==> config.mk <==
export PLATFORM = sky130hd
export DESIGN_NAME = lsu_lq
export DESIGN_NICKNAME = d
export VERILOG_FILES = /design/src/lsu_lq_pkg.sv /design/src/lq_entry.sv /design/src/lq_picker.sv /design/src/lsu_lq.sv
export VERILOG_INCLUDE_DIRS = /design/src
export SDC_FILE = /design/constraint.sdc
export NUM_CORES = 1
export LEC_CHECK = 0
export ABC_AREA = 0
export BUFFER_PORTS_ARGS = -buffer_cell sky130_fd_sc_hd__buf_4
export CORE_ASPECT_RATIO = 0.9
export CORE_MARGIN = 10
export CORE_UTILIZATION = 40
export CTS_BUF_LIST = sky130_fd_sc_hd__clkbuf_4 sky130_fd_sc_hd__clkbuf_8
export DETAILED_ROUTE_END_ITERATION = 8
export PLACE_DENSITY_LB_ADDON = 0.3
export SLEW_MARGIN = 40
export SYNTH_ARGS = -nofsm -noshare
export SYNTH_HDL_FRONTEND = slang
export SYNTH_SLANG_ARGS = --single-unit
export TNS_END_PERCENT = 100
==> constraint.sdc <==
create_clock -name clk -period 5.6 [get_ports clk]
set_input_delay 0.56 -clock clk [delete_from_list [all_inputs] [get_ports clk]]
set_output_delay 0.56 -clock clk [all_outputs]
set_load 0.1 [all_outputs]
==> src/lsu_lq_config.svh <==
// Parameters of the load queue. The depth must be a power of two of at least 2
// for the binary index width to cover every slot exactly.
// Address ranges are compared unsigned, so a range that wraps past zero never overlaps.

`ifndef LSU_LQ_CONFIG_SVH
`define LSU_LQ_CONFIG_SVH

// Number of load queue entries
`define LQ_DEPTH 8

// Byte address width
`define LQ_ADDR_WIDTH 32

// Tag widths of the reorder buffer and the miss handling queue
`define LQ_ROB_IDX_WIDTH 5
`define LQ_MHQ_IDX_WIDTH 2

// Binary entry index, derived from the depth
`define LQ_IDX_WIDTH ((`LQ_DEPTH == 1) ? 1 : $clog2(`LQ_DEPTH))

`endif

==> src/lsu_lq_pkg.sv <==
// Shared types of the load queue. Widths come from the config header.
// Ops outside the known load and store encodings are sized as 4 bytes.

`default_nettype none

`include "lsu_lq_config.svh"

package lsu_lq_pkg;

    typedef logic [`LQ_ADDR_WIDTH-1:0]    lq_addr_t;
    typedef logic [`LQ_ROB_IDX_WIDTH-1:0] rob_tag_t;
    typedef logic [`LQ_MHQ_IDX_WIDTH-1:0] mhq_tag_t;
    typedef logic [`LQ_DEPTH-1:0]         lq_vec_t;
    typedef logic [`LQ_IDX_WIDTH-1:0]     lq_idx_t;

    typedef enum logic [3:0] {
        LB  = 4'd0,
        LH  = 4'd1,
        LW  = 4'd2,
        LBU = 4'd3,
        LHU = 4'd4,
        SB  = 4'd5,
        SH  = 4'd6,
        SW  = 4'd7
    } lsu_op_t;

    // Life of one slot, from allocation until the ROB retires it
    typedef enum logic [2:0] {
        LQ_EMPTY      = 3'd0,
        LQ_LAUNCHED   = 3'd1,
        LQ_WAIT_FILL  = 3'd2,
        LQ_REPLAYABLE = 3'd3,
        LQ_DONE       = 3'd4
    } lq_state_t;

    typedef struct packed {
        lsu_op_t  op;
        rob_tag_t tag;
        lq_addr_t addr;
    } lq_load_t;

    // Result of a load's cache access, sent back by the execute stage
    typedef struct packed {
        logic     retry;
        logic     replay;
        mhq_tag_t mhq_tag;
        logic     fill_now;
    } lq_update_t;

    // Byte range of a retiring store, end exclusive
    typedef struct packed {
        lq_addr_t addr;
        lq_addr_t addr_end;
    } lq_store_t;

    // Access size in bytes of a load or store op
    function automatic lq_addr_t lsu_op_size(input lsu_op_t op);
        case (op)
            LB, LBU, SB: lsu_op_size = lq_addr_t'(1);
            LH, LHU, SH: lsu_op_size = lq_addr_t'(2);
            default:     lsu_op_size = lq_addr_t'(4);
        endcase
    endfunction

endpackage

`default_nettype wire

==> src/lq_entry.sv <==
// One load queue slot. The parent must only allocate an empty slot, replay a
// replayable one and update a launched one; other strobes are ignored here.
// The misspec flag only covers stores that retired before the retire cycle.

`timescale 1ns/100ps
`default_nettype none

module lq_entry (
    input  logic                   clk,
    input  logic                   i_rst_n,
    input  logic                   i_flush,

    // Allocation from the reservation station
    input  logic                   i_alloc_en,
    input  lsu_lq_pkg::lq_load_t   i_alloc,

    // Replay select and the stored load
    input  logic                   i_replay_en,
    output lsu_lq_pkg::lq_load_t   o_load,

    // Result of the cache access
    input  logic                   i_update_en,
    input  lsu_lq_pkg::lq_update_t i_update,

    // Miss fill broadcast
    input  logic                   i_fill_en,
    input  lsu_lq_pkg::mhq_tag_t   i_fill_tag,

    // Retiring store, range already computed by the parent
    input  logic                   i_sq_retire_en,
    input  lsu_lq_pkg::lq_store_t  i_store,

    // Retiring load from the ROB
    input  logic                   i_rob_retire_en,
    input  lsu_lq_pkg::rob_tag_t   i_rob_retire_tag,

    output logic                   o_empty,
    output logic                   o_replayable,
    output logic                   o_retire_hit,
    output logic                   o_misspec
);
    import lsu_lq_pkg::*;

    lq_state_t state_q;
    lq_state_t state_d;
    lq_load_t  load_q;
    mhq_tag_t  mhq_tag_q;
    logic      misspec_q;

    lq_addr_t  load_end;
    logic      store_overlap;
    logic      executed;
    logic      fill_match;
    logic      alloc_take;

    assign alloc_take = i_alloc_en && (state_q == LQ_EMPTY);

    // Byte range of the held load, end exclusive
    assign load_end = load_q.addr + lsu_op_size(load_q.op);

    // Two ranges overlap when each starts below the other's end
    assign store_overlap = (load_q.addr < i_store.addr_end) && (i_store.addr < load_end);

    // Only a load that has read the cache can have read stale data
    assign executed = (state_q == LQ_LAUNCHED) || (state_q == LQ_DONE);

    assign fill_match = i_fill_en && (i_fill_tag == mhq_tag_q);

    assign o_retire_hit = i_rob_retire_en && (state_q != LQ_EMPTY) &&
                          (load_q.tag == i_rob_retire_tag);

    assign o_empty      = (state_q == LQ_EMPTY);
    assign o_replayable = (state_q == LQ_REPLAYABLE);
    assign o_load       = load_q;
    assign o_misspec    = misspec_q;

    always_comb begin
        state_d = state_q;

        case (state_q)
            LQ_EMPTY: begin
                if (i_alloc_en) begin
                    state_d = LQ_LAUNCHED;
                end
            end
            LQ_LAUNCHED: begin
                if (i_update_en) begin
                    if (!i_update.retry) begin
                        state_d = LQ_DONE;
                    end else if (i_update.replay || i_update.fill_now) begin
                        state_d = LQ_REPLAYABLE;
                    end else begin
                        state_d = LQ_WAIT_FILL;
                    end
                end
            end
            LQ_WAIT_FILL: begin
                if (fill_match) begin
                    state_d = LQ_REPLAYABLE;
                end
            end
            LQ_REPLAYABLE: begin
                if (i_replay_en) begin
                    state_d = LQ_LAUNCHED;
                end
            end
            LQ_DONE: begin
                state_d = LQ_DONE;
            end
            default: begin
                state_d = LQ_EMPTY;
            end
        endcase

        // Retirement frees the slot whatever it was waiting on
        if (o_retire_hit) begin
            state_d = LQ_EMPTY;
        end

        if (i_flush) begin
            state_d = LQ_EMPTY;
        end
    end

    always_ff @(posedge clk or negedge i_rst_n) begin
        if (!i_rst_n) begin
            state_q <= LQ_EMPTY;
        end else begin
            state_q <= state_d;
        end
    end

    always_ff @(posedge clk) begin
        if (alloc_take) begin
            load_q <= i_alloc;
        end

        // Only the wait state reads the tag, so any update may write it
        if (i_update_en && (state_q == LQ_LAUNCHED)) begin
            mhq_tag_q <= i_update.mhq_tag;
        end
    end

    always_ff @(posedge clk or negedge i_rst_n) begin
        if (!i_rst_n) begin
            misspec_q <= 1'b0;
        end else if (alloc_take) begin
            misspec_q <= 1'b0;
        end else if (i_sq_retire_en && executed && store_overlap) begin
            misspec_q <= 1'b1;
        end
    end

endmodule

`default_nettype wire

==> src/lq_picker.sv <==
// Fixed priority picker, the lowest set request bit wins.
// With no request the pick is zero and the index reads as 0.

`timescale 1ns/100ps
`default_nettype none

`include "lsu_lq_config.svh"

module lq_picker (
    input  lsu_lq_pkg::lq_vec_t i_req,
    output lsu_lq_pkg::lq_vec_t o_pick,
    output lsu_lq_pkg::lq_idx_t o_idx,
    output logic                o_any
);
    import lsu_lq_pkg::*;

    // Two's complement trick isolates the lowest set bit
    assign o_pick = i_req & (~i_req + lq_vec_t'(1));

    assign o_any = |i_req;

    // One-hot to binary, OR of the indices of the set bits
    always_comb begin
        o_idx = '0;
        for (int i = 0; i < `LQ_DEPTH; i++) begin
            if (o_pick[i]) begin
                o_idx = o_idx | lq_idx_t'(i);
            end
        end
    end

endmodule

`default_nettype wire

==> src/lsu_lq.sv <==
// Load queue of the load/store unit. The environment must not allocate while
// o_full is high, and ROB tags held in the queue must be unique.
// A retire in the same cycle as a flush is dropped without an ack.

`timescale 1ns/100ps
`default_nettype none

`include "lsu_lq_config.svh"

module lsu_lq (
    input  logic                   clk,
    input  logic                   i_rst_n,
    input  logic                   i_flush,
    output logic                   o_full,

    // Allocation of a newly issued load
    input  logic                   i_alloc_en,
    input  lsu_lq_pkg::lq_load_t   i_alloc,
    output lsu_lq_pkg::lq_vec_t    o_alloc_select,

    // Replay of a load back into the execute pipe
    input  logic                   i_replay_stall,
    output logic                   o_replay_en,
    output lsu_lq_pkg::lq_vec_t    o_replay_select,
    output lsu_lq_pkg::lq_load_t   o_replay,

    // Result of a load's cache access
    input  logic                   i_update_en,
    input  lsu_lq_pkg::lq_vec_t    i_update_select,
    input  lsu_lq_pkg::lq_update_t i_update,

    // Miss fill broadcast
    input  logic                   i_fill_en,
    input  lsu_lq_pkg::mhq_tag_t   i_fill_tag,

    // Store retiring from the store queue
    input  logic                   i_sq_retire_en,
    input  lsu_lq_pkg::lsu_op_t    i_sq_retire_op,
    input  lsu_lq_pkg::lq_addr_t   i_sq_retire_addr,

    // Load retiring from the ROB
    input  logic                   i_rob_retire_en,
    input  lsu_lq_pkg::rob_tag_t   i_rob_retire_tag,
    output logic                   o_rob_retire_ack,
    output logic                   o_rob_retire_misspec
);
    import lsu_lq_pkg::*;

    lq_store_t store;

    lq_vec_t   entry_empty;
    lq_vec_t   entry_replayable;
    lq_vec_t   entry_retire_hit;
    lq_vec_t   entry_misspec;
    lq_load_t  entry_load [`LQ_DEPTH];

    lq_vec_t   alloc_pick;
    lq_vec_t   alloc_select;
    lq_vec_t   update_select;

    lq_vec_t   replay_pick;
    lq_idx_t   replay_idx;
    logic      replay_any;
    lq_vec_t   replay_select;
    logic      replay_go;

    // Store range is computed once and broadcast to every slot
    assign store.addr     = i_sq_retire_addr;
    assign store.addr_end = i_sq_retire_addr + lsu_op_size(i_sq_retire_op);

    assign update_select = {`LQ_DEPTH{i_update_en}} & i_update_select;

    for (genvar i = 0; i < `LQ_DEPTH; i++) begin : g_entry
        lq_entry lq_entry_i (
            .clk              (clk),
            .i_rst_n          (i_rst_n),
            .i_flush          (i_flush),
            .i_alloc_en       (alloc_select[i]),
            .i_alloc          (i_alloc),
            .i_replay_en      (replay_select[i]),
            .o_load           (entry_load[i]),
            .i_update_en      (update_select[i]),
            .i_update         (i_update),
            .i_fill_en        (i_fill_en),
            .i_fill_tag       (i_fill_tag),
            .i_sq_retire_en   (i_sq_retire_en),
            .i_store          (store),
            .i_rob_retire_en  (i_rob_retire_en),
            .i_rob_retire_tag (i_rob_retire_tag),
            .o_empty          (entry_empty[i]),
            .o_replayable     (entry_replayable[i]),
            .o_retire_hit     (entry_retire_hit[i]),
            .o_misspec        (entry_misspec[i])
        );
    end

    // Lowest empty slot takes the next load
    lq_picker alloc_picker_i (
        .i_req  (entry_empty),
        .o_pick (alloc_pick),
        .o_idx  (),
        .o_any  ()
    );

    assign alloc_select = {`LQ_DEPTH{i_alloc_en && !i_flush}} & alloc_pick;

    // Full next cycle when the slot taken now was the last empty one
    assign o_full = ((entry_empty & ~alloc_select) == '0);

    always_ff @(posedge clk or negedge i_rst_n) begin
        if (!i_rst_n) begin
            o_alloc_select <= '0;
        end else begin
            o_alloc_select <= alloc_select;
        end
    end

    // Lowest replayable slot goes back to execute unless the pipe stalls
    lq_picker replay_picker_i (
        .i_req  (entry_replayable),
        .o_pick (replay_pick),
        .o_idx  (replay_idx),
        .o_any  (replay_any)
    );

    assign replay_go     = !i_replay_stall;
    assign replay_select = {`LQ_DEPTH{replay_go}} & replay_pick;

    always_ff @(posedge clk or negedge i_rst_n) begin
        if (!i_rst_n) begin
            o_replay_en <= 1'b0;
        end else if (i_flush) begin
            o_replay_en <= 1'b0;
        end else if (replay_go) begin
            o_replay_en <= replay_any;
        end
    end

    // Payload holds with the enable while the stall is high
    always_ff @(posedge clk) begin
        if (replay_go) begin
            o_replay_select <= replay_select;
            o_replay        <= entry_load[replay_idx];
        end
    end

    // At most one slot matches the retiring tag
    always_ff @(posedge clk or negedge i_rst_n) begin
        if (!i_rst_n) begin
            o_rob_retire_ack <= 1'b0;
        end else begin
            o_rob_retire_ack <= !i_flush && (entry_retire_hit != '0);
        end
    end

    always_ff @(posedge clk) begin
        o_rob_retire_misspec <= |(entry_retire_hit & entry_misspec);
    end

endmodule

`default_nettype wire

[Word-level counts from Yosys, hierarchy flattened]
Cells that the tools add are included.
Storage, ports and cells
  flip-flop bits (word level): 436
  input port bits: 106
  output and inout bits: 61
  logic and storage cells: 456
Cells by class
  add/subtract/negate cells: 11
  magnitude comparators: 17
  equality and inequality tests: 126
  muxes and demuxes: 95
  bitwise logic cells: 11
  reductions and logical operators: 140
Operators by type and width (number)
  < comparator 32 bit: 16
  adder 32 x 3 -> 32 bit: 8
  two-way mux 3 bit: 53
  binary-select mux 41 bit (select 3 bit): 1
  case mux 3 bit (5 select lines): 8
  == test 4 x 3 -> 1 bit, second input constant: 27
  two-way mux 41 bit: 2
  logical AND 1 bit: 66
  inequality test 4 bit, second input constant: 16
  bitwise AND 8 bit: 7
  case mux 3 bit (2 select lines): 9
  OR reduction 3 bit: 18
  == test 3 x 2 -> 1 bit, second input constant: 16
  == test 5 bit: 8
  == test 4 x 1 -> 1 bit, second input constant: 9
  == test 4 x 2 -> 1 bit, second input constant: 9
  logical NOT 4 bit: 9
  adder 32 bit: 1
  inequality test 4 x 2 -> 1 bit, second input constant: 8
  inequality test 4 x 3 -> 1 bit, second input constant: 8
  AND reduction 4 bit: 8
  == test 3 x 1 -> 1 bit, second input constant: 8
  == test 3 bit, second input constant: 8
  logical NOT 3 bit: 8
  15 further kinds: 69

[Logic depth before layout (Yosys ltp)]
Gate-level depths: netlist of the first run.
  word-level depth: 15
  depth in mapped cells: 23
  mapped depth without buffers: 22

[Hierarchy]
A second synthesis of the first run with hierarchy kept.
Unflattened totals
  cell total of the unflattened synthesis: 3390
  area total of the unflattened synthesis: 35554.1 um^2
By module, submodules not included
  lq_entry at g_entry[2].lq_entry_i ...: instances 3, cells an instance 374, area an instance 3758.6 um^2, seq. area each 1391.3 um^2
  lsu_lq: instances 1, cells an instance 364, area an instance 5187.5 um^2, seq. area each 1741.7 um^2
  lq_entry at g_entry[5].lq_entry_i: instances 1, cells an instance 374, area an instance 3808.7 um^2, seq. area each 1391.3 um^2
  lq_entry at g_entry[1].lq_entry_i: instances 1, cells an instance 367, area an instance 3776.1 um^2, seq. area each 1391.3 um^2
  lq_entry at g_entry[4].lq_entry_i: instances 1, cells an instance 379, area an instance 3771.1 um^2, seq. area each 1391.3 um^2
  lq_entry at g_entry[0].lq_entry_i: instances 1, cells an instance 376, area an instance 3762.4 um^2, seq. area each 1391.3 um^2
  lq_entry at g_entry[7].lq_entry_i: instances 1, cells an instance 360, area an instance 3679.8 um^2, seq. area each 1391.3 um^2
  lq_picker: instances 2, cells an instance 24, area an instance 146.4 um^2, seq. area each 0.0 um^2

[Worst setup path after synthesis of the first run]
OpenSTA, ideal clock, no wires.
  path kind: input -> register
  from: input i_alloc_en
  to: register g_entry[3].lq_entry_i.load_q (netlist bit g_entry[3].lq_entry_i.o_load[0]), enable pin
  library setup time: 543 ps
  data arrival time: 5008 ps
  data required time: 5057 ps
  slack: 49 ps
  stages on the path: 3
  path buffers: 0
  path through: nor2b_1 > nand4_1 > nor4_1
Between the ends
  longest elaborated chain between the ends: 3
Ends and longest elaborated chain
  start: declaration: RTL line lsu_lq.sv:17  | input logic i_alloc_en,
  logical AND 1 bit: RTL line lsu_lq.sv:105  | assign alloc_select = {`LQ_DEPTH{i_alloc_en && !i_flush}} & alloc_pick;
  bitwise AND 8 bit: RTL line lsu_lq.sv:105
  logical AND 1 bit: RTL line lq_entry.sv:56  | assign alloc_take = i_alloc_en && (state_q == LQ_EMPTY);
  net g_entry[3].lq_entry_i.alloc_take: RTL line lq_entry.sv:54  | logic alloc_take;
  end signal: assignment: RTL line lq_entry.sv:135  | load_q <= i_alloc;
  end: declaration: RTL line lq_entry.sv:46  | lq_load_t load_q;
The timed path passes the listed nets, and every way through them passes these cells.
A chain may end at the register's enable or synchronous reset.

[Worst setup path in the final report of the first run]
  from: register g_entry[4].lq_entry_i.load_q (netlist bit g_entry[4].lq_entry_i.o_load[37])
  to: register g_entry[4].lq_entry_i.misspec_q
Between the ends
  longest elaborated chain between the ends: 8
  elaborated cells between the ends (all ways): 14
  those cells by class: add/sub (1); order compare (1); eq/ne (5); mux (1); reduce/logical (6)
Ends and longest elaborated chain
  start: declaration: RTL line lq_entry.sv:46
  start signal: assignment: RTL line lq_entry.sv:135
  == test 4 x 1 -> 1 bit (tied with other cells): RTL line lsu_lq_pkg.sv:58  | case (op)
  OR reduction 3 bit: RTL line lsu_lq_pkg.sv:58
  case mux 3 bit (2 select lines) (*): RTL line lsu_lq_pkg.sv:58
  adder 32 x 3 -> 32 bit (*): RTL line lq_entry.sv:59  | assign load_end = load_q.addr + lsu_op_size(load_q.op);
  < comparator 32 bit (*): RTL line lq_entry.sv:62  | assign store_overlap = (load_q.addr < i_store.addr_end) && (i_store.addr < load_end);
  logical AND 1 bit (*): RTL line lq_entry.sv:62
  logical AND 1 bit (*): RTL line lq_entry.sv:149  | end else if (i_sq_retire_en && executed && store_overlap) begin
  nonzero test 2 bit (no line) (*)
  end signal: assignment: RTL line lq_entry.sv:146  | misspec_q <= 1'b0;
  end signal: assignment: RTL line lq_entry.sv:148  | misspec_q <= 1'b0;
  end signal: assignment: RTL line lq_entry.sv:150  | misspec_q <= 1'b1;
  end: declaration: RTL line lq_entry.sv:48  | logic misspec_q;
Every way passes the cells marked *; elsewhere a longest branch is shown, timed or not.

==> reports/qor.yml, run 1 <==
synthesis:
  ys_warn_count: 0
  async_flop_share_pct: 9.63
  synth_nets: 4007
  synthTopCellsByArea: "edfxtp_1, ha_1, xor2_1"
  ys_seq_area_share_pct: 37.7
  synth_area_leader_cell: "edfxtp_1"
  ys.flop_type: "edfxtp_1"
  synth_top_area_share_pct: 34.5
  synth-edff-count: 393
  syn_inst: 3369
  synth_area_per_cell_um2: 10.1
  ys_types: 82
  netlist_area_um2: 34200
  synth-seq-cells: 436
power:
  p_leak_uw: 0.0154
  power_frac_comb_pct: 16.4
  clockPowerShare_pct: 39.0
  seq_power_share_pct: 44.6
  p_int_uw: 5880
  p_sw_uw: 2590
  p_sw_share_pct: 30.6
  ir_drop_mv: 0.176
  power.density_nw_per_um2: 218
clock_tree:
  cts_buffers: 81
  clk_pin_slew_ns: 0.07
  htreeDepth: 3
  insertion_delay_ns: 0.73
  clockBufferDepth: 3
  postCtsSetupBuffers: 0
  cts_root_buf: "clkbuf_8"
  tritoncts: "done"
  cts_num_sinks: 436
detailed_routing:
  vias_per_cell: 6.23
  drc: 0
  wire_per_inst_um: 27.4
  wl_um: 131000
  drtAntennaViolNets: 0
  num_vias: 29830
  dr.pass1.iters: 5
  drt_iter0_markers: 3326
critical_path:
  r2r_cells: 19
  critical_path_arrival_ns: 5.58
  cp-end-kind: "register"
  crit_slowest_cell: "nor2b_1"
  crit_buf_inv: 2
  max_stage_delay_ns: 0.77
  critical_path_class: "reg2reg"
  startpoint_type: "register"
  path_depth: 19
  critical-path-top-delay-family: "simple AND/OR/NAND/NOR gates"
  path_common_cell: "nor2_1"
  path_max_fanout: 6
  path_cells: "inv_1 -> nor2_1 -> nor3_1 -> a21oi_1 -> nor2_1 -> ha_1 -> fa_1 -> a21o_1 -> nor2b_1 -> nor2b_1 -> buf_4 -> nand3_1 -> xor2_1 -> ha_1 -> nand4_1 -> nor2_1 -> nand3_1 -> a31oi_1 -> nor4_2"
  required_ns: 6.18
sta:
  fin_skew_ns: 0.0331
  finalMaxSlewViolations: 0
  tightestPinTransition_ns: 0.930
  setup_viol: 0
  fmax_ghz: 0.200
  period_minus_slack_ns: 5.00
  slew_headroom_pct: 37.5
  fin_setup_tns_ns: 0
  finalHoldViolCount: 0
  grt_setup_unrepaired: "false"
  holdWs_ns: 0.0644
  period_share_pct: 89.3
job:
  maxCapViolCount: 0
global_routing:
  grt_first_pass_wirelength_um: 191000
  grt_max_degree: 85
  grt_pass1_vias: 28312
  antenna_found_initial: 8
  grt_usage_pct: 26.0
  overflow: 0
cells_and_area:
  layout_common_cells: "ha_1, edfxtp_1, a21oi_1"
  fin_cells: 4790
  drive_gt1_share_pct: 12.1
  layout_commonest_cell: "ha_1"
  n_fill_cell: 8063
  seqCellArea_um2: 12900
  areaGrowthSynthToFinish_pct: 13.6
  num-nets-final: 4228
  multi_input_area_um2: 20800
place:
  dpl.hpwl_um: 99500
  gp_congestion: 1.01
  io_buffers: 166
  post-place-cells: 4637
floorplanning:
  die_height_um: 297
  core_um2: 84500
  num_rows: 101
  die_w_um: 328
  start_util_pct: 40.4
  die_area_um2: 97600
  ios: 167
worst_hold_path:
  min_path_cells: 1
  min_path_type: "in2reg"
status:
  outcome: "complete, no violations"
-- repair_timing --
action,4_1_cts,5_1_grt
hold buffers,1,0
setup endpoints to repair,0,0
hold endpoints to repair,42,0
resized for setup,0,0
-- layout make-up --
| class | instances | share of cell area (%) |
|---|---|---|
| Antenna cell | 3 | 0.0193 |
| Clock buffer | 101 | 3.29 |
| Clock inverter | 46 | 0.996 |
| Inverter | 50 | 0.483 |
| Multi-Input combinational cell | 2776 | 53.6 |
| Sequential cell | 436 | 33.2 |
| Tap cell | 1133 | 3.65 |
| Timing Repair Buffer | 245 | 4.82 |
-- stage by stage --
stage	total power (uW)	util [%]	instance area, um2	setup slack [ns]
6_report	8460	45.9	38800	0.600
3_3_place_gp	5170	43.7	37000	0.432
3_5_place_dp	5200	43.9	37100	0.518
4_1_cts	8490	45.8	38800	0.681
5_1_grt	8780	45.9	38800	0.232
2_1_floorplan	4620	-	34200	0.0489
-- state kept, by name (all words and copies together), names as in the netlist --
signal                        count
g_entry.lq_entry_i.mhq_tag_q     16
o_replay                         41
o_rob_retire_misspec              1
g_entry.lq_entry_i.state_q       24
o_replay_select                   8
g_entry.lq_entry_i.o_misspec      8
g_entry.lq_entry_i.o_load       328
o_replay_en                       1
o_alloc_select                    8
o_rob_retire_ack                  1
-- cells in the mapped netlist, types with 25 or more instances --
master / instances
a221o_1: 32
inv_1: 50
a21oi_1: 320
xor2_1: 207
a22oi_1: 42
nand3_1: 147
buf_2: 42
nor3_1: 73
nor4_1: 37
nor2b_1: 31
a21o_1: 62
nand4_1: 149
a221oi_1: 63
nand2_1: 318
clkbuf_1: 42
xnor2_1: 127
edfxtp_1: 393
a22o_1: 31
and3_1: 66
o21a_1: 25
dfrtp_1: 42
ha_1: 523
o21ai_0: 99
nor2_1: 179
-- cell families after synthesis --
family          after synthesis  share of synthesized area [%]
compound gates              788                           15.2
buf+inv                     157                           2.15
flops                       436                           37.7
fa+ha+maj                   533                           19.7
simple gates               1112                           16.5
mux                           9                          0.264
xor+xnor                    334                           8.56
-- final timing paths --
check	from	slack [ns]	end
min in group asynchronous	i_rst_n	0.43	o_alloc_select[5]$_DFF_PN0_
max reg2reg	g_entry[4].lq_entry_i.o_load[37]$_DFFE_PP_	0.60	g_entry[4].lq_entry_i.o_misspec$_DFFE_PN0P_
min reg2reg	o_replay_en$_DFFE_PN0P_	0.55	o_replay_en$_DFFE_PN0P_
min	i_alloc[13]	0.06	g_entry[0].lq_entry_i.o_load[13]$_DFFE_PP_
max	g_entry[4].lq_entry_i.o_load[37]$_DFFE_PP_	0.60	g_entry[4].lq_entry_i.o_misspec$_DFFE_PN0P_
max in group asynchronous	i_rst_n	4.70	g_entry[1].lq_entry_i.state_q[2]$_DFFE_PN0P_
-- power groups by stage --
stage                     clock, uW  sequential, uW  combinational (uW)
after floorplan                   0            3940                 674
after global placement            0            3840                1340
after detailed placement          0            3840                1360
after CTS                      3350            3770                1370
after global routing           3490            3780                1510
final                          3300            3770                1390
-- per-layer routing --
| metal | part of all wire [%] | global-route usage [%] | wire, um |
|---|---|---|---|
| met1 | 43 | 36.5 | 56400 |
| met3 | 10 | 5.89 | 13400 |
| met2 | 43 | 39.2 | 56900 |
| met4 | 3.2 | 8.30 | 4230 |
| met5 | 0.040 | 0 | 53 |
No activity file was read; power rests on OpenSTA's default activity.
==> inputs of run 2 (changes only) <==
--- a/config.mk
+++ b/config.mk
@@ -8,11 +8,15 @@
 export LEC_CHECK = 0
 export ABC_AREA = 0
 export BUFFER_PORTS_ARGS = -buffer_cell sky130_fd_sc_hd__buf_4
+export CAP_MARGIN = 15
+export CELL_PAD_IN_SITES_DETAIL_PLACEMENT = 2
+export CELL_PAD_IN_SITES_GLOBAL_PLACEMENT = 2
 export CORE_ASPECT_RATIO = 0.9
 export CORE_MARGIN = 10
-export CORE_UTILIZATION = 40
+export CORE_UTILIZATION = 38
 export CTS_BUF_LIST = sky130_fd_sc_hd__clkbuf_4 sky130_fd_sc_hd__clkbuf_8
 export DETAILED_ROUTE_END_ITERATION = 8
+export GPL_TIMING_DRIVEN = 0
 export PLACE_DENSITY_LB_ADDON = 0.3
 export SLEW_MARGIN = 40
 export SYNTH_ARGS = -nofsm -noshare
==> run 2 against run 1 <==
Final cell count up 2.3%. Sequential power is essentially flat. Register-to-register slack worse by 0.52 ns. Total power rose by 1.1%. Largest power group unchanged.
==> reports/qor.yml, run 2 (synthesized netlist as in run 1, its figures left out) <==
clock_tree:
  clockBufferDepth: 3
  postCtsSetupBuffers: 0
  htreeDepth: 3
  cts_num_sinks: 436
  tritoncts: "done"
  cts_buffers: 84
  cts_root_buf: "clkbuf_8"
  clk_pin_slew_ns: 0.06
  insertion_delay_ns: 0.74
sta:
  fmax_ghz: 0.181
  setup_viol: 0
  period_minus_slack_ns: 5.52
  slew_headroom_pct: 28.3
  fin_skew_ns: 0.0475
  layout_setup_ws_ns: 0.0803
  grt_setup_unrepaired: "false"
  finalMaxSlewViolations: 0
  finalHoldViolCount: 0
  holdWs_ns: 0.0906
  tightestPinTransition_ns: 1.07
  period_share_pct: 98.6
power:
  ir_drop_mv: 0.164
  clockPowerShare_pct: 38.0
  seq_power_share_pct: 43.9
  power.density_nw_per_um2: 217
  p_leak_uw: 0.0157
  p_sw_uw: 2750
  power_frac_comb_pct: 18.2
  p_sw_share_pct: 32.1
  p_int_uw: 5810
critical_path:
  crit_slowest_cell: "nor4_1"
  required_ns: 6.18
  crit_buf_inv: 2
  startpoint_type: "register"
  path_max_fanout: 5
  path_cells: "inv_1 -> nor2_1 -> nor3_1 -> a21oi_1 -> nor2_1 -> nor2_1 -> ha_1 -> a21oi_1 -> nor3_2 -> buf_4 -> and3_1 -> nand3_1 -> xor2_1 -> ha_1 -> nand4_1 -> nor4_1 -> nand2_1 -> a31oi_2 -> nor4_2"
  max_stage_delay_ns: 0.60
  cp-end-kind: "register"
  path_common_cell: "nor2_1"
  critical_path_class: "reg2reg"
  critical-path-top-delay-family: "simple AND/OR/NAND/NOR gates"
  r2r_slack_ns: 0.08
  critical_path_arrival_ns: 6.10
global_routing:
  grt_pass1_vias: 33378
  met1_usage_pct: 40.8
  grt_usage_pct: 30.2
  grt_first_pass_wirelength_um: 229000
  use_met2_pct: 47.8
  antenna_found_initial: 10
  grt_use_met3_pct: 5.49
  grt-busiest-layer: "met2"
  grt_max_degree: 43
  overflow: 0
detailed_routing:
  dr.pass1.iters: 5
  wire_per_inst_um: 32.3
  vias_per_cell: 6.40
  wl_um: 159000
  drtAntennaViolNets: 0
  drc: 0
  num_vias: 31363
  drt_iter0_markers: 2974
place:
  io_buffers: 157
  pre_cts_ws_ns: -0.537
  dpl.hpwl_um: 125000
  gp_congestion: 0.941
  post-place-cells: 4740
cells_and_area:
  num-nets-final: 4299
  areaGrowthSynthToFinish_pct: 15.4
  layout_common_cells: "ha_1, edfxtp_1, a21oi_1"
  fin_cells: 4902
  layout_commonest_cell: "ha_1"
  largest_reg_flops: 328
  drive_gt1_share_pct: 13.9
floorplanning:
  die_height_um: 305
  ios: 167
  start_util_pct: 38.2
  num_rows: 104
  die_w_um: 336
  die_area_um2: 102000
  core_um2: 89400
worst_hold_path:
  min_path_type: "in2reg"
status:
  outcome: "complete, no violations"
job:
  maxCapViolCount: 0
## run 2: power groups by stage
stage	Combinational, uW	Clock [uW]	Sequential (uW)
after floorplan	674	0	3940
after global placement	1380	0	3820
after detailed placement	1500	0	3820
after CTS	1520	3280	3750
after global routing	1670	3420	3760
final	1550	3250	3760
## run 2: what timing repair did
action / 4_1_cts / 5_1_grt
gates cloned: 0 / 0
gates resized for setup: 1 / 9
endpoints found under the setup margin: 1 / 5
hold endpoints to repair: 42 / 0
hold buffers: 1 / 0
## run 2: layer usage
metal / vias up / wire length [um] / share of wire (%)
met5: - / 36 / 0.023
met3: 313 / 13500 / 8.5
met4: 6 / 5890 / 3.7
met1: 16160 / 67400 / 42
li1: 13577 / - / -
met2: 1307 / 71700 / 45
## run 2: final timing paths
check | depth (start not counted) | start | to
max | 19 | g_entry[4].lq_entry_i.o_load[37]$_DFFE_PP_ | g_entry[4].lq_entry_i.o_misspec$_DFFE_PN0P_
min in group asynchronous | 2 | i_rst_n | g_entry[4].lq_entry_i.o_misspec$_DFFE_PN0P_
max in group asynchronous | 3 | i_rst_n | o_alloc_select[4]$_DFF_PN0_
min | 1 | i_alloc[35] | g_entry[3].lq_entry_i.o_load[35]$_DFFE_PP_
min reg2reg | 2 | g_entry[0].lq_entry_i.state_q[2]$_DFFE_PN0P_ | g_entry[0].lq_entry_i.state_q[1]$_DFFE_PN0P_
max reg2reg | 19 | g_entry[4].lq_entry_i.o_load[37]$_DFFE_PP_ | g_entry[4].lq_entry_i.o_misspec$_DFFE_PN0P_
## run 2: final cells by class
cell class                      instances  area (um2)
Buffer                                106         548
Tap cell                             1166        1460
Clock buffer                          119        1440
Antenna cell                            8        20.0
Fill cell                            9406       50000
Inverter                               50         193
Timing Repair Buffer                  207        1690
Clock inverter                         34         169
Sequential cell                       436       12900
Multi-Input combinational cell       2776       21000
## run 2: through the flow
stage | cell area, um2 | total power [uW] | TNS, ns | utilization [%]
3_3_place_gp | 36800 | 5200 | -421.77 | 41.2
4_1_cts | 39300 | 8560 | 0 | 44.0
6_report | 39400 | 8560 | 0 | 44.1
5_1_grt | 39400 | 8850 | 0 | 44.1
2_1_floorplan | 34200 | 4620 | 0 | -
3_5_place_dp | 37700 | 5320 | -1.78 | 42.1
